[src/harness_settings.svh]
`ifndef HARNESS_SETTINGS_SVH
`define HARNESS_SETTINGS_SVH

// Number of interleaved memory banks, power of two
`define HARNESS_BANKS 4

// Word address width of the shared memory
`define HARNESS_ADDR_W 10

// Cycles the internal reset stays low after the external reset
`define HARNESS_BOOT_CYCLES 20

`endif

[src/reset_boot.sv]
`timescale 1ns/1ps
`include "harness_settings.svh"
`default_nettype none

module reset_boot (
    input  wire  clk,
    input  wire  rst_n_i,
    output logic sys_rst_n_o
);

    localparam int unsigned BOOT_CYCLES = `HARNESS_BOOT_CYCLES;
    localparam int unsigned CNT_W       = $clog2(BOOT_CYCLES + 1);

    logic [CNT_W-1:0] boot_cnt;

    always_ff @(posedge clk) begin
        if (!rst_n_i) begin
            boot_cnt    <= '0;
            sys_rst_n_o <= 1'b0;
        end else begin
            // Saturates once the boot time is reached
            if (boot_cnt != CNT_W'(BOOT_CYCLES)) begin
                boot_cnt <= boot_cnt + 1'b1;
            end
            // Released on the last counted edge
            sys_rst_n_o <= (boot_cnt >= CNT_W'(BOOT_CYCLES - 1));
        end
    end

endmodule

`default_nettype wire
[config.mk]
export PLATFORM = sky130hd
export DESIGN_NAME = reset_boot
export DESIGN_NICKNAME = d
export VERILOG_FILES = /design/src/reset_boot.sv
export VERILOG_INCLUDE_DIRS = /design/src /design/src/src
export SDC_FILE = /design/constraint.sdc
export NUM_CORES = 1
export LEC_CHECK = 0
export BUFFER_PORTS_ARGS = -buffer_cell sky130_fd_sc_hd__buf_2
export CORE_AREA = 2 2 39 41
export DETAILED_ROUTE_END_ITERATION = 8
export DIE_AREA = 0 0 41 43
export GPL_TIMING_DRIVEN = 0
export PLACE_DENSITY_LB_ADDON = 0.12
export SYNTH_ARGS = -nofsm -noshare
export SYNTH_HDL_FRONTEND = slang
export SYNTH_SLANG_ARGS = --single-unit
[constraint.sdc]
create_clock -name clk -period 1.3 [get_ports clk]
set_clock_uncertainty 0.05 [all_clocks]
set_input_delay 0.13 -clock clk [delete_from_list [all_inputs] [get_ports clk]]
set_output_delay 0.13 -clock clk [all_outputs]
set_load 0.05 [all_outputs]
==> metrics.txt <==
# TYPE chip_impl_metric gauge
chip_impl_metric{name="overflow",unit=""} 0
chip_impl_metric{name="grt_pass1_wl",unit="um"} 848
chip_impl_metric{name="floorplan.die_area",unit="um^2"} 1760
chip_impl_metric{name="syn-instance-count",unit=""} 30
chip_impl_metric{name="p_per_area",unit="nW/um^2"} 1180
chip_impl_metric{name="grt_start_max_net_pins",unit=""} 9
chip_impl_metric{name="total_routed_length",unit="um"} 486
chip_impl_info{name="holdCritPathClass",value="input port to register"} 1
chip_impl_info{name="outcome",value="finished clean"} 1
chip_impl_metric{name="drv_cap",unit=""} 0
chip_impl_metric{name="vdd.ir_drop.worst",unit="V"} 0.000410
chip_impl_info{name="post_synth_main_area_contributors",value="sky130_fd_sc_hd__dfxtp_1 41%, sky130_fd_sc_hd__mux2i_1 10%, sky130_fd_sc_hd__ha_1 8.6%"} 1
chip_impl_info{name="cp-start-kind",value="register"} 1
chip_impl_metric{name="power.leakage",unit="nW"} 0.150
chip_impl_metric{name="placeableCoreArea",unit="um^2"} 1380
chip_impl_metric{name="crit_arrival",unit="ns"} 1.28
chip_impl_info{name="synth_common_cells",value="6 x sky130_fd_sc_hd__dfxtp_1, 4 x sky130_fd_sc_hd__nand2_1, 3 x sky130_fd_sc_hd__mux2i_1"} 1
chip_impl_metric{name="row_count",unit=""} 14
chip_impl_metric{name="critical_path_required",unit="ns"} 1.38
chip_impl_metric{name="reg2reg_depth",unit=""} 3
chip_impl_metric{name="synth.net_count",unit=""} 34
chip_impl_info{name="worst_r2r_endpoint",value="sys_rst_n_o$_SDFF_PN0_"} 1
chip_impl_info{name="synth.most_common_cell",value="sky130_fd_sc_hd__dfxtp_1"} 1
chip_impl_info{name="timing.critical_path.from",value="boot_cnt[0]$_SDFFE_PN0P_"} 1
chip_impl_metric{name="drc_errors",unit=""} 0
chip_impl_metric{name="pin_count",unit=""} 3
chip_impl_info{name="slowest_stage",value="sky130_fd_sc_hd__a2111oi_1"} 1
chip_impl_metric{name="antenna_found_initial",unit=""} 0
chip_impl_metric{name="detailedRoute.firstIterationViolations",unit=""} 2
chip_impl_metric{name="largest_fanout_on_the_critical_path",unit=""} 5
chip_impl_info{name="synth-main-ff-cell",value="sky130_fd_sc_hd__dfxtp_1"} 1
chip_impl_metric{name="postLayoutCellArea",unit="um^2"} 353
chip_impl_metric{name="dr.pass1.iters",unit=""} 4
chip_impl_metric{name="synth_area_per_cell",unit="um^2"} 9.72
chip_impl_metric{name="cts-root-to-sink-buffers",unit=""} 2
chip_impl_metric{name="h-tree-depth",unit=""} 1
chip_impl_info{name="synth_largest_area_cell",value="sky130_fd_sc_hd__dfxtp_1"} 1
chip_impl_metric{name="cp_slowest_stage_delay",unit="ns"} 0.39
chip_impl_metric{name="grt_pass1_vias",unit=""} 211
chip_impl_metric{name="postLayoutCoreUtil",unit=""} 0.255
chip_impl_metric{name="num-nets-final",unit=""} 41
chip_impl_metric{name="hold_viol_final",unit=""} 0
chip_impl_metric{name="ant_nets",unit=""} 0
chip_impl_metric{name="synth_seq_cells",unit=""} 6
chip_impl_info{name="timing.critical_path.cells",value="ha_1, a2111oi_1, nor2_1"} 1
chip_impl_metric{name="fin_ws",unit="ns"} 0.0950
chip_impl_metric{name="synth_cell_type_count",unit=""} 17
chip_impl_metric{name="critPathBufInv",unit=""} 0
chip_impl_metric{name="io_buffers",unit=""} 2
chip_impl_metric{name="slew_violations",unit=""} 0
chip_impl_metric{name="number_of_antenna_diodes",unit=""} 0
chip_impl_metric{name="cts_num_sinks",unit=""} 6
chip_impl_metric{name="initial_core_util",unit=""} 0.211
chip_impl_metric{name="final_layout_size_suffix_gt1_frac",unit=""} 0.286
chip_impl_metric{name="area.growth.synth_to_final",unit="%"} 21.0
chip_impl_metric{name="insertion_delay",unit="ns"} 0.25
chip_impl_metric{name="worst_pin_slew",unit="ns"} 0.344
chip_impl_info{name="reg2reg_from",value="boot_cnt[0]$_SDFFE_PN0P_"} 1
chip_impl_metric{name="post_drt_wl_per_cell",unit="um"} 9.53
chip_impl_metric{name="combined_global_route_utilization_of_all_metal_layers",unit=""} 0.0774
chip_impl_metric{name="post_drt_via_cell_ratio",unit=""} 4.47
chip_impl_info{name="endpoint_worst_hold",value="boot_cnt[2]$_SDFFE_PN0P_"} 1
chip_impl_metric{name="die_width",unit="um"} 41
chip_impl_metric{name="part_of_the_yosys_area_used_for_sequential_elements",unit=""} 0.412
chip_impl_metric{name="reg2reg_slack",unit="ns"} 0.1
chip_impl_metric{name="yosysWarnings",unit=""} 0
chip_impl_info{name="hold_path.startpoint",value="rst_n_i"} 1
chip_impl_metric{name="dpl_worst_slack",unit="ns"} -0.0690
chip_impl_metric{name="synth_enable_flop_cells",unit=""} 0
chip_impl_metric{name="syn_area",unit="um^2"} 292
chip_impl_metric{name="placed_cell_area",unit="um^2"} 322
chip_impl_metric{name="tritoncts.num_buffers",unit=""} 3
chip_impl_metric{name="die_height",unit="um"} 43
chip_impl_metric{name="synth_async_sr_flop_share",unit=""} 0
chip_impl_metric{name="vias",unit=""} 228
chip_impl_metric{name="clock.fmax",unit="MHz"} 830
chip_impl_metric{name="clk_pin_slew_worst_paths",unit="ns"} 0.05
chip_impl_info{name="critical_path_class",value="register to register"} 1
chip_impl_info{name="tritoncts",value="yes"} 1
chip_impl_metric{name="maxSlewHeadroom",unit=""} 0.770
chip_impl_info{name="worst_path_dominant_cell_family",value="compound AO/OA/AOI/OAI gates"} 1
chip_impl_metric{name="worstHoldPathCells",unit=""} 2
chip_impl_info{name="timing.critical_path.to_type",value="register"} 1
chip_impl_metric{name="yosysTopAreaCellShare",unit=""} 0.412
chip_impl_metric{name="final_period_utilization",unit=""} 0.927
chip_impl_metric{name="timing.final.crit_period",unit="ns"} 1.20
chip_impl_metric{name="finalSetupViolCount",unit=""} 0
chip_impl_info{name="ctsRootBufferMaster",value="sky130_fd_sc_hd__clkbuf_4"} 1
chip_impl_info{name="grt_setup_unrepaired",value="no"} 1
chip_impl_metric{name="placer_congestion_estimate",unit=""} 0.743
-- stage by stage --
step           hold slack, ns  total power [mW]  TNS, ns  std cells
2_1_floorplan           0.198             0.227        0         30
3_3_place_gp            0.391             0.237  -0.0971         48
3_5_place_dp            0.389             0.239  -0.0973         48
4_1_cts                 0.127             0.422        0         52
5_1_grt                 0.154             0.442        0         51
6_report                0.130             0.416        0         51
-- layout make-up --
| class | instances | area, um^2 |
|---|---|---|
| flip-flops and latches | 6 | 125 |
| clock buffers | 3 | 22.5 |
| well taps | 16 | 20.0 |
| repair buffers | 3 | 17.5 |
| multi-input cells | 21 | 160 |
| inverters | 2 | 7.51 |
| fillers | 153 | 1030 |
-- placed cells by master (no fill, tap or decap) --
master	Yosys	final
sky130_fd_sc_hd__nand2_1	4	4
sky130_fd_sc_hd__nand2b_1	2	2
sky130_fd_sc_hd__buf_4	0	1
sky130_fd_sc_hd__and4b_1	1	1
sky130_fd_sc_hd__nand3_1	1	1
sky130_fd_sc_hd__clkbuf_4	0	3
sky130_fd_sc_hd__a2111oi_1	0	1
sky130_fd_sc_hd__dfxtp_2	0	1
sky130_fd_sc_hd__and4_2	1	1
sky130_fd_sc_hd__xor2_1	1	1
sky130_fd_sc_hd__mux2i_1	3	3
sky130_fd_sc_hd__a21oi_1	1	1
sky130_fd_sc_hd__ha_1	2	2
sky130_fd_sc_hd__nor2_1	1	1
sky130_fd_sc_hd__inv_1	2	2
sky130_fd_sc_hd__dfxtp_1	6	4
sky130_fd_sc_hd__nor4_2	1	1
sky130_fd_sc_hd__o21ai_0	1	1
sky130_fd_sc_hd__dfxtp_4	0	1
sky130_fd_sc_hd__o21a_1	1	1
sky130_fd_sc_hd__buf_2	1	2
-- registers in the layout, summed over array words and instances, names as in the netlist --
| register | flops |
|---|---|
| boot_cnt | 5 |
| sys_rst_n_o | 1 |
-- per-layer routing --
metal  track usage  share of wire  vias up
li1              -              -      115
met1        0.0903           0.45      106
met2        0.0969           0.44        5
met3        0.0157          0.060        2
met4         0.100          0.043        0
met5             0              0        -
-- power breakdown --
part           switching, mW  internal, mW
logic                 0.0170        0.0184
clock network         0.0715         0.105
registers             0.0111         0.193
total                 0.0996         0.316
-- how the worst max path moves through the flow --
stage | end | slack [ns] | cells after the start
global placement | boot_cnt[3]$_SDFFE_PN0P_ | -0.07 | 5
detailed placement | boot_cnt[3]$_SDFFE_PN0P_ | -0.07 | 5
finish | sys_rst_n_o$_SDFF_PN0_ | 0.1 | 3
CTS | boot_cnt[3]$_SDFFE_PN0P_ | 0.01 | 5
global route | sys_rst_n_o$_SDFF_PN0_ | 0.03 | 3
floorplan | boot_cnt[3]$_SDFFE_PN0P_ | 0.03 | 5
-- timing repair --
action / 4_1_cts / 5_1_grt
resized for setup: 3 / 1
hold buffers: 0 / 0
gates cloned: 0 / 0
endpoints found under the setup margin: 2 / 3
buffers inserted: 1 / 0
pin swaps: 0 / 1
-- cell families (layout without fill, tap and decap cells) --
logic type | after synthesis | count (layout) | share of synthesized area
compound gates | 4 | 4 | 0.0901
buf+inv | 3 | 8 | 0.0429
flops | 6 | 6 | 0.412
xor+xnor | 1 | 1 | 0.0300
fa+ha+maj | 2 | 2 | 0.0858
simple gates | 11 | 11 | 0.236
mux | 3 | 3 | 0.103
Power figures use the tool's default switching activity.
