File: src/harness_settings.svh
`ifndef HARNESS_SETTINGS_SVH
`define HARNESS_SETTINGS_SVH

// Number of interleaved memory banks, power of two
`define HARNESS_BANKS 4

// Word address width of the shared memory
`define HARNESS_ADDR_W 10

// Cycles the internal reset stays low after the external reset
`define HARNESS_BOOT_CYCLES 20

`endif

File: src/harness_pkg.sv
`include "harness_settings.svh"
`default_nettype none

package harness_pkg;

    // Derived widths for bank interleaving
    localparam int BANK_W = $clog2(`HARNESS_BANKS);
    localparam int ROW_W  = `HARNESS_ADDR_W - BANK_W;

    typedef logic [31:0]               word_t;
    typedef logic [`HARNESS_ADDR_W-1:0] addr_t;
    typedef logic [BANK_W-1:0]         bank_idx_t;
    typedef logic [ROW_W-1:0]          row_t;
    typedef logic [7:0]                byte_t;

    // Host opcodes
    typedef enum logic [7:0] {
        WRITE = 8'h01,
        READ  = 8'h02,
        RUN   = 8'h03,
        HALT  = 8'h04
    } host_cmd_t;

    typedef enum logic [2:0] {
        IDLE,
        ADDR,
        DATA,
        ACCESS,
        REPLY
    } host_state_t;

endpackage

`default_nettype wire

File: src/mem_req_if.sv
`timescale 1ns/1ps
`default_nettype none

// One memory request with its response
interface mem_req_if;
    import harness_pkg::*;

    // Request side, held stable until ack
    logic  stb;
    logic  we;
    addr_t addr;
    word_t wdata;

    // Response side
    word_t rdata;
    logic  ack;

    modport master (
        output stb,
        output we,
        output addr,
        output wdata,
        input  rdata,
        input  ack
    );

    modport slave (
        input  stb,
        input  we,
        input  addr,
        input  wdata,
        output rdata,
        output ack
    );

endinterface

`default_nettype wire

File: src/host_ctrl.sv
`timescale 1ns/1ps
`default_nettype none

module host_ctrl (
    input  wire                     clk,
    input  wire                     rst_n_i,
    input  wire harness_pkg::byte_t rx_byte_i,
    input  wire                     rx_valid_i,
    output harness_pkg::byte_t      tx_byte_o,
    output logic                    tx_valid_o,
    output logic                    core_rst_o,
    mem_req_if.master               mem
);
    import harness_pkg::*;

    host_state_t state;
    logic        is_write;
    logic [1:0]  byte_cnt;
    logic        stb_q;
    logic        host_owns;
    byte_t       addr_hi;
    byte_t       addr_lo;
    word_t       data_buf;

    // Host owns the memory only while the core is held
    assign host_owns = core_rst_o;

    always_ff @(posedge clk) begin
        if (!rst_n_i) begin
            state      <= IDLE;
            is_write   <= 1'b0;
            byte_cnt   <= '0;
            stb_q      <= 1'b0;
            core_rst_o <= 1'b1;
        end else begin
            case (state)
                IDLE: begin
                    byte_cnt <= '0;
                    if (rx_valid_i) begin
                        case (rx_byte_i)
                            WRITE: begin
                                is_write <= 1'b1;
                                state    <= ADDR;
                            end
                            READ: begin
                                is_write <= 1'b0;
                                state    <= ADDR;
                            end
                            RUN:     core_rst_o <= 1'b0;
                            HALT:    core_rst_o <= 1'b1;
                            default: ;
                        endcase
                    end
                end

                // Two address bytes, high byte first
                ADDR: begin
                    if (rx_valid_i) begin
                        byte_cnt <= byte_cnt + 1'b1;
                        if (byte_cnt == 2'd1) begin
                            byte_cnt <= '0;
                            if (is_write) begin
                                state <= DATA;
                            end else if (host_owns) begin
                                state <= ACCESS;
                                stb_q <= 1'b1;
                            end else begin
                                // Core is running, read dropped
                                state <= IDLE;
                            end
                        end
                    end
                end

                // Four data bytes, count wraps back to zero
                DATA: begin
                    if (rx_valid_i) begin
                        byte_cnt <= byte_cnt + 1'b1;
                        if (byte_cnt == 2'd3) begin
                            if (host_owns) begin
                                state <= ACCESS;
                                stb_q <= 1'b1;
                            end else begin
                                state <= IDLE;
                            end
                        end
                    end
                end

                ACCESS: begin
                    if (mem.ack) begin
                        stb_q    <= 1'b0;
                        byte_cnt <= '0;
                        state    <= is_write ? IDLE : REPLY;
                    end
                end

                // One reply byte per cycle
                REPLY: begin
                    byte_cnt <= byte_cnt + 1'b1;
                    if (byte_cnt == 2'd3) begin
                        state <= IDLE;
                    end
                end

                default: state <= IDLE;
            endcase
        end
    end

    // Address, write data and reply shift register
    always_ff @(posedge clk) begin
        if (rx_valid_i && state == ADDR) begin
            addr_hi <= addr_lo;
            addr_lo <= rx_byte_i;
        end
        if (rx_valid_i && state == DATA) begin
            data_buf <= {data_buf[23:0], rx_byte_i};
        end else if (state == ACCESS && mem.ack && !is_write) begin
            data_buf <= mem.rdata;
        end else if (state == REPLY) begin
            data_buf <= {data_buf[23:0], 8'h00};
        end
    end

    assign mem.stb   = stb_q;
    assign mem.we    = is_write;
    assign mem.addr  = addr_t'({addr_hi, addr_lo});
    assign mem.wdata = data_buf;

    // Most significant byte goes out first
    assign tx_byte_o  = data_buf[31:24];
    assign tx_valid_o = (state == REPLY);

endmodule

`default_nettype wire

File: src/flat_wrapper.sv
// flat-port wrapper written by rule: the top's interface ports become plain ports
module host_ctrl_flat import harness_pkg::*;
  (clk, rst_n_i, rx_byte_i, rx_valid_i, tx_byte_o, tx_valid_o, core_rst_o, mem_stb, mem_we, mem_addr, mem_wdata, mem_rdata, mem_ack);
  mem_req_if mem_i ();
  input  wire clk;
  input  wire rst_n_i;
  input  wire harness_pkg::byte_t rx_byte_i;
  input  wire rx_valid_i;
  output harness_pkg::byte_t tx_byte_o;
  output logic tx_valid_o;
  output logic core_rst_o;
  output wire logic [$bits(mem_i.stb)-1:0] mem_stb;
  output wire logic [$bits(mem_i.we)-1:0] mem_we;
  output wire logic [$bits(mem_i.addr)-1:0] mem_addr;
  output wire logic [$bits(mem_i.wdata)-1:0] mem_wdata;
  input wire logic [$bits(mem_i.rdata)-1:0] mem_rdata;
  input wire logic [$bits(mem_i.ack)-1:0] mem_ack;
  assign mem_stb = mem_i.stb;
  assign mem_we = mem_i.we;
  assign mem_addr = mem_i.addr;
  assign mem_wdata = mem_i.wdata;
  assign mem_i.rdata = mem_rdata;
  assign mem_i.ack = mem_ack;
  host_ctrl u_core (.clk(clk), .rst_n_i(rst_n_i), .rx_byte_i(rx_byte_i), .rx_valid_i(rx_valid_i), .tx_byte_o(tx_byte_o), .tx_valid_o(tx_valid_o), .core_rst_o(core_rst_o), .mem(mem_i));
endmodule
File: config.mk
export PLATFORM = sky130hd
export DESIGN_NAME = host_ctrl_flat
export DESIGN_NICKNAME = d
export VERILOG_FILES = /design/src/harness_pkg.sv /design/src/mem_req_if.sv /design/src/host_ctrl.sv /design/src/flat_wrapper.sv
export VERILOG_INCLUDE_DIRS = /design/src /design/src/src
export SDC_FILE = /design/constraint.sdc
export NUM_CORES = 1
export LEC_CHECK = 0
export BUFFER_PORTS_ARGS = -buffer_cell sky130_fd_sc_hd__buf_2
export CAP_MARGIN = 20
export CELL_PAD_IN_SITES_DETAIL_PLACEMENT = 1
export CELL_PAD_IN_SITES_GLOBAL_PLACEMENT = 1
export CORE_ASPECT_RATIO = 0.5
export CORE_MARGIN = 5
export CORE_UTILIZATION = 37
export DETAILED_ROUTE_END_ITERATION = 12
export GPL_TIMING_DRIVEN = 0
export MAX_ROUTING_LAYER = met4
export PLACE_DENSITY_LB_ADDON = 0.1
export REMOVE_ABC_BUFFERS = 1
export SYNTH_ARGS = -nofsm -noshare
export SYNTH_HDL_FRONTEND = slang
export SYNTH_SLANG_ARGS = --single-unit
File: constraint.sdc
create_clock -name clk -period 2.75 [get_ports clk]
set_input_delay 0.55 -clock clk [delete_from_list [all_inputs] [get_ports clk]]
set_output_delay 0.55 -clock clk [all_outputs]
set_load 0.005 [all_outputs]
==> summary.md, run 1 <==
| Metric | Value |
|---|---|
| Run status | complete, no violations |
| Reg2reg setup slack | 240 ps |
| Commonest cells after routing, fill and taps aside | sky130_fd_sc_hd__buf_2 (97), sky130_fd_sc_hd__edfxtp_1 (42), sky130_fd_sc_hd__mux2_2 (24) |
| Clock period minus worst slack | 2510 ps |
| Number of antenna violations at the first check in global routing | 0 |
| Number of clock sinks seen by CTS | 50 |
| DIE HEIGHT | 66.9 um |
| Fraction of layout instances using a drive strength above 1 | 53.8% |
| Final count of hold timing violations | 0 |
| Core Box Area | 0.00618 mm^2 |
| Max Root-Sink Buffers | 2 |
| Post-layout nets | 308 |
| Number of vias after detailed routing | 1725 |
| Biggest cell delay along the critical path | 740 ps |
| Total Routing Usage GR | 14.7% |
| Met3 global-route usage | 3.73% |
| Number of buffers inserted during clock tree synthesis | 5 |
| Post-route design area | 0.00311 mm^2 |
| Leakage dissipation | 1.16 nW |
| Effective utilization at floorplan | 38.8% |
| Max Fanout on Critical Path | 20 |
| Power per Cell Area | 604 mW/mm^2 |
| Total die area | 0.00829 mm^2 |
| Synth unique cells | 42 |
| Ys Warns | 0 |
| Vias in the first global route | 1822 |
| Critical-path top delay cell | sky130_fd_sc_hd__dfxtp_1 |
| Most frequent standard cell in the layout excluding fill and tap cells | sky130_fd_sc_hd__buf_2 |
| Sort of element at the end of the critical path | flip-flop |
| CP Data Arrival Time | 2560 ps |
| Worst setup slack after layout | 241 ps |
| Vias per cell | 4.93 |
| Final cycle utilization of the critical path | 91.2% |
| Required time of the critical path | 2800 ps |
| Worst setup SP type | flip-flop |
| Worst min-delay path category | flip-flop to flip-flop |
| Final setup vio count | 0 |
| Number of cells in the finished layout apart from fillers | 350 |
| Clock latency of the later-clocked register in the worst-skew pair | 290 ps |
| Wire length reported by the detailed router | 5800 um |
| Global-route wire length before repair | 9060 um |
| DP Area | 0.00293 mm^2 |
| Htree depth | 2 |
| Worst slack at placement | -173 ps |
| Post-layout util | 50.3% |
| Number of I/O port buffers | 97 |
| Number of detailed-route iterations in the first pass | 4 |
| Count of antenna diodes in the layout | 0 |
| Hold bufs inserted after CTS | 0 |
| Maxcap violations | 0 |
| Largest net degree at the start of global routing | 22 |
| Global-route met1 utilization | 16.3% |
| DRC violations left | 0 |
| Wire per inst | 16.6 um |
| Share of the yosys chip area belonging to registers | 59.2% |
| CTS tree | yes |
| Clock Pin Slew Worst Setup and Hold Paths | 70 ps |
| Relative max-transition margin | 45.2% |
| HPWL reported at the end of detailed placement | 4380 um |
| Final setup skew | 4.53 ps |
| M2 GR Usage | 26.8% |
| GP Congestion | 0.698 |
| Number of ports placed on the die boundary | 98 |
| Cell chosen for the clock root | sky130_fd_sc_hd__clkbuf_16 |
| CP cell instances | nor2_1, and3_1, or3_1, buf_16 |
| Transition time at the pin with the least slew margin | 819 ps |
| Row count | 20 |
| Number of pins with negative max-slew slack in the final report | 0 |
| Mean post-synth cell area | 13.9 um^2 |
| Global route total overflow | 0 |
| Post-Place Cells | 341 |
| IR drop worst, VDD | 0.000337 V |
| Critical Setup Path Class | flip-flop to flip-flop |
| FF+latch count, synth | 50 |
| Fmax | 399 MHz |
| Setup repair after global routing missed its margin | false |
| Top Usage Layer GRT | met2 |
| Gate count after technology mapping | 173 |
| Mapped cell area | 0.00240 mm^2 |
| Antenna violation net count after detailed routing | 0 |
| Layout-stage area growth over the synthesis result | 29.5% |
| Count of routing violations after the opening detailed-route iteration | 107 |
| Die boundary width | 124 um |
[final timing paths]
path,cells after the start,from,to
min reg2reg,0,u_core.addr_lo[0],u_core.addr_hi[0]
max reg2reg,4,u_core.state[0],u_core.mem.wdata[20]
min,0,u_core.addr_lo[0],u_core.addr_hi[0]
max,4,u_core.state[0],u_core.mem.wdata[20]
[registers in the layout, summed over array words and instances, names as in the netlist]
name / cells
u_core.core_rst_o: 1
u_core.mem.we: 1
u_core.addr_lo: 8
u_core.addr_hi: 2
u_core.state: 3
u_core.mem.stb: 1
u_core.byte_cnt: 2
u_core.mem.wdata: 32
[report_power, final]
group	total, mW	switching (mW)	internal (mW)
clock	0.717	0.281	0.436
sequential	0.914	0.0500	0.864
combinational	0.246	0.122	0.125
total	1.88	0.453	1.42
[synthesized netlist by cell type]
master,n,area (um^2)
sky130_fd_sc_hd__a211o_1,1,8.76
sky130_fd_sc_hd__a21oi_1,5,25.0
sky130_fd_sc_hd__a22o_1,8,70.1
sky130_fd_sc_hd__a22o_2,1,10.0
sky130_fd_sc_hd__a311oi_2,1,15.0
sky130_fd_sc_hd__a31oi_1,1,6.26
sky130_fd_sc_hd__a41oi_1,1,8.76
sky130_fd_sc_hd__and3_1,2,12.5
sky130_fd_sc_hd__buf_2,4,20.0
sky130_fd_sc_hd__buf_4,8,60.1
sky130_fd_sc_hd__buf_6,3,33.8
sky130_fd_sc_hd__clkbuf_1,3,11.3
sky130_fd_sc_hd__dfxtp_1,8,160
sky130_fd_sc_hd__dlygate4sd1_1,1,8.76
sky130_fd_sc_hd__edfxtp_1,42,1260
sky130_fd_sc_hd__ha_1,3,37.5
sky130_fd_sc_hd__inv_1,5,18.8
sky130_fd_sc_hd__mux2_2,24,270
sky130_fd_sc_hd__mux2i_1,2,20.0
sky130_fd_sc_hd__nand2_1,7,26.3
sky130_fd_sc_hd__nand2b_1,4,25.0
sky130_fd_sc_hd__nand3_2,1,10.0
sky130_fd_sc_hd__nand3b_1,1,7.51
sky130_fd_sc_hd__nand4_1,3,18.8
sky130_fd_sc_hd__nor2_1,4,15.0
sky130_fd_sc_hd__nor2b_1,2,12.5
sky130_fd_sc_hd__nor3_1,1,5.00
sky130_fd_sc_hd__nor3_2,1,10.0
sky130_fd_sc_hd__nor3b_1,3,22.5
sky130_fd_sc_hd__nor4_4,1,21.3
sky130_fd_sc_hd__o21ai_0,6,30.0
sky130_fd_sc_hd__o21bai_1,2,15.0
sky130_fd_sc_hd__o221a_2,1,11.3
sky130_fd_sc_hd__o221ai_1,2,17.5
sky130_fd_sc_hd__o311a_1,1,10.0
sky130_fd_sc_hd__o311ai_0,1,8.76
sky130_fd_sc_hd__o32ai_1,1,8.76
sky130_fd_sc_hd__or3_1,2,12.5
sky130_fd_sc_hd__or3b_2,2,17.5
sky130_fd_sc_hd__or4b_1,1,10.0
sky130_fd_sc_hd__xnor2_1,1,8.76
sky130_fd_sc_hd__xor2_1,2,17.5
[metrics by stage]
stage / total power, mW / setup TNS, ps / hold slack [ps]
6_report: 1.88 / 0 / 454
5_1_grt: 1.96 / 0 / 486
4_1_cts: 1.90 / 0 / 462
3_5_place_dp: 1.18 / -3450 / 446
3_3_place_gp: 1.17 / -79280 / 428
2_1_floorplan: 1.06 / -18050 / 452
[per-layer routing]
layer / vias to the layer above / wire, um
met5: - / 0
met4: 0 / 59
met3: 7 / 369
met2: 50 / 3030
met1: 832 / 2340
li1: 836 / -
[cells by family (layout without fill, tap and decap cells)]
| group | count (synthesis) | after routing | synth area share (%) |
|---|---|---|---|
| multiplexers | 26 | 26 | 12.1 |
| AND/OR/NAND/NOR | 35 | 35 | 9.44 |
| XOR/XNOR | 3 | 3 | 1.10 |
| buffers and inverters | 24 | 113 | 6.36 |
| AO/OA/AOI/OAI | 32 | 32 | 10.2 |
| flip-flops | 50 | 50 | 59.2 |
| adder cells (fa/ha/maj) | 3 | 3 | 1.56 |
[critical path: cells and delay by family (launching register included)]
family | cells | cell delay (ps)
buffers and inverters | 1 | 290
DFF | 1 | 740
and+or+nand+nor | 3 | 1220
[cell type report]
class                      instances  area, um^2
multi-input combinational         99         837
timing repair buffer             100         548
sequential                        50        1420
fill                             679        3070
clock buffer                       5         125
inverter                           5        18.8
tap                               88         110
clock inverter                     3        47.5
[what timing repair did]
item,4_1_cts,5_1_grt
setup buffers,1,0
endpoints found under the setup margin,20,0
endpoints found under the hold margin,0,0
resized for setup,0,0
(Power assumes the default switching activity.)
==> run 2, diff against run 1 <==
BUFFER_PORTS_ARGS = unset   (was -buffer_cell sky130_fd_sc_hd__buf_2)
CORE_ASPECT_RATIO = unset   (was 0.5)
CORE_UTILIZATION = 48   (was 37)
DONT_BUFFER_PORTS = 1   (was unset)
SLEW_MARGIN = 5   (was unset)
==> summary.md, run 2 (synthesis gave the netlist of run 1 again) <==
| Metric | Value |
|---|---|
| Number of ports placed on the die boundary | 98 |
| Flip-flop count of the largest register, all copies and words added | 32 |
| Wire length reported by the detailed router | 5170 um |
| Clock Pin Slew Worst Setup and Hold Paths | 90 ps |
| Number of cells in the finished layout apart from fillers | 233 |
| Post-Place Cells | 224 |
| Max Fanout on Critical Path | 21 |
| Final setup skew | 11.9 ps |
| Wire per inst | 22.2 um |
| Clock latency of the later-clocked register in the worst-skew pair | 300 ps |
| DRC violations left | 0 |
| Largest net degree at the start of global routing | 22 |
| Vias per cell | 5.93 |
| Biggest cell delay along the critical path | 710 ps |
| Hold bufs inserted after CTS | 0 |
| Post-layout nets | 212 |
| Worst min-delay path category | primary input to flip-flop |
| Antenna violation net count after detailed routing | 0 |
| CTS tree | yes |
| Transition time at the pin with the least slew margin | 607 ps |
| Number of buffers inserted during clock tree synthesis | 5 |
| Number of clock sinks seen by CTS | 50 |
| GP Congestion | 0.862 |
| Worst slack at placement | -222 ps |
| IR drop worst, VDD | 0.000259 V |
| Critical path's most frequent cell | sky130_fd_sc_hd__buf_16 |
| Setup repair after global routing missed its margin | false |
| Max Root-Sink Buffers | 2 |
| Post-route design area | 0.00251 mm^2 |
| Die boundary width | 80.7 um |
| Run status | complete, no violations |
| Worst setup SP type | flip-flop |
| Cell chosen for the clock root | sky130_fd_sc_hd__clkbuf_8 |
| Critical Setup Path Class | flip-flop to flip-flop |
| Vias in the first global route | 1518 |
| CP Data Arrival Time | 2570 ps |
| Power per Cell Area | 604 mW/mm^2 |
| Commonest cells after routing, fill and taps aside | sky130_fd_sc_hd__edfxtp_1 (42), sky130_fd_sc_hd__mux2_2 (24), sky130_fd_sc_hd__a22o_1 (8), sky130_fd_sc_hd__dfxtp_1 (8), sky130_fd_sc_hd__nand2_1 (7) |
| HPWL reported at the end of detailed placement | 3940 um |
| Htree depth | 2 |
| Global-route wire length before repair | 7750 um |
| Effective utilization at floorplan | 50.1% |
| Relative max-transition margin | 59.5% |
| Number of detailed-route iterations in the first pass | 4 |
| Final cycle utilization of the critical path | 93.4% |
| Count of antenna diodes in the layout | 0 |
| Sort of element at the end of the critical path | flip-flop |
| Final setup vio count | 0 |
| Global route total overflow | 0 |
| Worst setup slack after layout | 181 ps |
| Total die area | 0.00651 mm^2 |
| CP cell instances | nand3_2, nor3_4, buf_16, or3_1, buf_16 |
| Number of antenna violations at the first check in global routing | 0 |
| Most frequent standard cell in the layout excluding fill and tap cells | sky130_fd_sc_hd__edfxtp_1 |
| Layout-stage area growth over the synthesis result | 4.59% |
| Number of vias after detailed routing | 1381 |
| Required time of the critical path | 2750 ps |
| Leakage dissipation | 0.755 nW |
| Total Routing Usage GR | 16.4% |
| Post-CTS resize count | 0 |
| Count of routing violations after the opening detailed-route iteration | 81 |
| Fraction of layout instances using a drive strength above 1 | 25.9% |
| Number of I/O port buffers | 0 |
| Row count | 25 |
| Final count of hold timing violations | 0 |
| Critical-path top delay cell | sky130_fd_sc_hd__dfxtp_1 |
| Clock period minus worst slack | 2570 ps |
| Fmax | 389 MHz |
| DP Area | 0.00242 mm^2 |
| Number of pins with negative max-slew slack in the final report | 0 |
| DIE HEIGHT | 80.7 um |
| Maxcap violations | 0 |
| Core Box Area | 0.00479 mm^2 |
==> run 2: worst paths after layout <==
path / start / end / slack [ps] / cells after the start
max reg2reg: u_core.state[1] / u_core.mem.wdata[21] / 180 / 5
min: rx_byte_i[1] / u_core.addr_lo[1] / 340 / 0
min reg2reg: u_core.addr_lo[1] / u_core.addr_hi[1] / 500 / 0
max: u_core.state[1] / u_core.mem.wdata[21] / 180 / 5
==> run 2: what timing repair did <==
| action | in CTS | in global routing |
|---|---|---|
| setup endpoints to repair | 32 | 0 |
| buffers inserted | 1 | 0 |
| hold endpoints to repair | 0 | 0 |
==> run 2: cell type report <==
class	instances	area (um^2)
tap	67	83.8
sequential	50	1420
fill	490	2280
multi-input combinational	99	832
clock buffer	6	72.6
clock inverter	2	13.8
inverter	5	18.8
timing repair buffer	4	67.6
==> run 2: worst max-delay path: cells and delay by family (launching register included) <==
kind	cells	cell delay (ps)
and+or+nand+nor	3	1120
DFF	1	710
buffers and inverters	2	430
==> run 2: stage by stage <==
step	hold slack [ps]	TNS [ps]	total power, mW	util [%]
2_1_floorplan	452	-18050	1.06	-
3_3_place_gp	487	-65770	1.10	49.1
3_5_place_dp	477	-5170	1.12	50.5
4_1_cts	328	0	1.54	52.4
5_1_grt	311	0	1.60	52.4
6_report	337	0	1.52	52.4
==> run 2: routing by layer <==
metal,track usage [%],vias to the layer above,part of all wire [%]
met3,7.74,10,11
met2,28.2,59,53
met4,6.59,0,1.9
met1,15.7,680,34
met5,-,-,0
li1,-,632,-
==> run 2: report_power, final <==
group	internal (mW)	total (mW)	switching [mW]
Sequential	0.864	0.921	0.0574
Clock	0.180	0.415	0.235
Combinational	0.0869	0.180	0.0932
Total	1.13	1.52	0.386
==> run 3, diff against run 2 <==
CORE_MARGIN = 2   (was 5)
RECOVER_POWER = 50   (was unset)
==> summary.md, run 3 (synthesis gave the netlist of run 1 again) <==
| Metric | Value |
|---|---|
| Number of antenna violations at the first check in global routing | 0 |
| Clock latency of the later-clocked register in the worst-skew pair | 300 ps |
| Post-layout util | 52.9% |
| Number of buffers inserted during clock tree synthesis | 5 |
| RR Startpoint | u_core.state[2] |
| Fmax | 406 MHz |
| Vias in the first global route | 1466 |
| Max Fanout on Critical Path | 17 |
| DRC violations left | 0 |
| Post-layout nets | 213 |
| Total Routing Usage GR | 18.3% |
| Global-route wire length before repair | 7400 um |
| Final setup vio count | 0 |
| Count of routing violations after the opening detailed-route iteration | 28 |
| Power per Cell Area | 637 mW/mm^2 |
| Wire length reported by the detailed router | 4880 um |
| Number of vias after detailed routing | 1397 |
| Worst min-delay path category | primary input to flip-flop |
| Total Negative Setup Slacks | 0 ps |
| Number of I/O port buffers | 0 |
| Transition time at the pin with the least slew margin | 652 ps |
| Setup repair after global routing missed its margin | false |
| Maxcap violations | 0 |
| Flip-flop count of the largest register, all copies and words added | 32 |
| Die boundary width | 74.7 um |
| Max Root-Sink Buffers | 2 |
| Relative max-transition margin | 56.2% |
| Effective utilization at floorplan | 50.1% |
| Clock Pin Slew Worst Setup and Hold Paths | 90 ps |
| Run status | complete, no violations |
| Required time of the critical path | 2810 ps |
| Clock period minus worst slack | 2470 ps |
| DIE HEIGHT | 74.7 um |
| Global route total overflow | 0 |
| Sort of element at the end of the critical path | flip-flop |
| Most frequent standard cell in the layout excluding fill and tap cells | sky130_fd_sc_hd__edfxtp_1 |
| Final cycle utilization of the critical path | 89.7% |
| Total die area | 0.00558 mm^2 |
| Largest net degree at the start of global routing | 21 |
| Fraction of layout instances using a drive strength above 1 | 26.3% |
| Worst setup SP type | flip-flop |
| Hold bufs inserted after CTS | 0 |
| Count of antenna diodes in the layout | 0 |
| Layout-stage area growth over the synthesis result | 5.58% |
| Critical Setup Path Class | flip-flop to flip-flop |
| Number of ports placed on the die boundary | 98 |
| Start point of the worst min-delay path | rst_n_i |
| Final setup skew | 6.29 ps |
| Final count of hold timing violations | 0 |
| Number of pins with negative max-slew slack in the final report | 0 |
| Startpoint of the worst setup timing path | u_core.state[2] |
| Number of clock sinks seen by CTS | 50 |
| Tot Pwr | 1.61 mW |
| CP Data Arrival Time | 2530 ps |
| Cell chosen for the clock root | sky130_fd_sc_hd__clkbuf_8 |
| GP Congestion | 0.779 |
| Core Box Area | 0.00479 mm^2 |
| Wire per inst | 20.8 um |
| CTS tree | yes |
| Number of detailed-route iterations in the first pass | 4 |
| Commonest cells after routing, fill and taps aside | sky130_fd_sc_hd__edfxtp_1 (42), sky130_fd_sc_hd__mux2_2 (24), sky130_fd_sc_hd__a22o_1 (8), sky130_fd_sc_hd__dfxtp_1 (8), sky130_fd_sc_hd__nand2_1 (7) |
| Antenna violation net count after detailed routing | 0 |
| HPWL reported at the end of detailed placement | 3560 um |
| Htree depth | 2 |
| Row count | 25 |
| Vias per cell | 5.97 |
| Leakage dissipation | 0.772 nW |
| IR drop worst, VDD | 0.000346 V |
==> run 3: cell types whose count changed in the layout (fill, tap and decap cells not counted) <==
cell	previous run	this run
sky130_fd_sc_hd__inv_6	0	1
sky130_fd_sc_hd__clkinv_4	1	0
sky130_fd_sc_hd__clkbuf_1	1	0
sky130_fd_sc_hd__buf_4	1	2
sky130_fd_sc_hd__a311oi_1	0	1
sky130_fd_sc_hd__nand3_1	0	1
sky130_fd_sc_hd__or3_1	2	1
sky130_fd_sc_hd__or3_2	0	1
sky130_fd_sc_hd__nand3_2	1	0
sky130_fd_sc_hd__a311oi_2	1	0
sky130_fd_sc_hd__bufinv_16	0	1
==> run 3: cell type report <==
class	count	area, um^2
Multi-Input combinational cell	99	822
Tap cell	67	83.8
Fill cell	497	2250
Timing Repair Buffer	5	75.1
Clock inverter	3	43.8
Inverter	5	18.8
Clock buffer	5	68.8
Sequential cell	50	1420
==> run 3: power breakdown <==
part           switching (mW)  total [mW]  internal [mW]
registers              0.0591       0.923          0.864
logic                  0.0885       0.173         0.0848
clock network           0.246       0.519          0.273
total                   0.394        1.61           1.22
==> run 3: final timing paths <==
kind | to | depth (start not counted) | slack (ps)
worst max-delay path | u_core.mem.wdata[23] | 4 | 280
worst max register to register | u_core.mem.wdata[23] | 4 | 280
worst min register to register | u_core.addr_hi[0] | 0 | 500
worst min-delay path | u_core.core_rst_o | 1 | 340
==> run 3: per-layer routing <==
metal  routed length (um)  part of all wire [%]  global-route usage [%]
met1                 1850                    38                    21.2
met2                 2540                    52                    30.6
met3                  431                   8.8                    5.62
met4                   55                   1.1                    5.56
met5                    0                     0                       -
==> run 3: through the flow <==
| stage | std cells | hold slack, ps | area (um^2) | setup slack [ps] |
|---|---|---|---|---|
| after global placement | 221 | 484 | 2350 | -1520 |
| after detailed placement | 224 | 470 | 2420 | -252 |
| final | 234 | 336 | 2530 | 284 |
| after floorplan | 154 | 452 | 2270 | -564 |
| after CTS | 234 | 330 | 2540 | 270 |
| after global routing | 234 | 319 | 2530 | 176 |
==> run 3: worst max-delay path, stage by stage, from the launching register on <==
cell	delay (ps)
sky130_fd_sc_hd__dfxtp_1	740
sky130_fd_sc_hd__nor2_1	170
sky130_fd_sc_hd__and3_1	340
sky130_fd_sc_hd__or3_2	720
sky130_fd_sc_hd__buf_16	250
==> run 3: repair_timing <==
action                                  in CTS  in global routing
gates resized for setup                      1                  0
setup buffers                                2                  0
endpoints found under the setup margin      32                  0
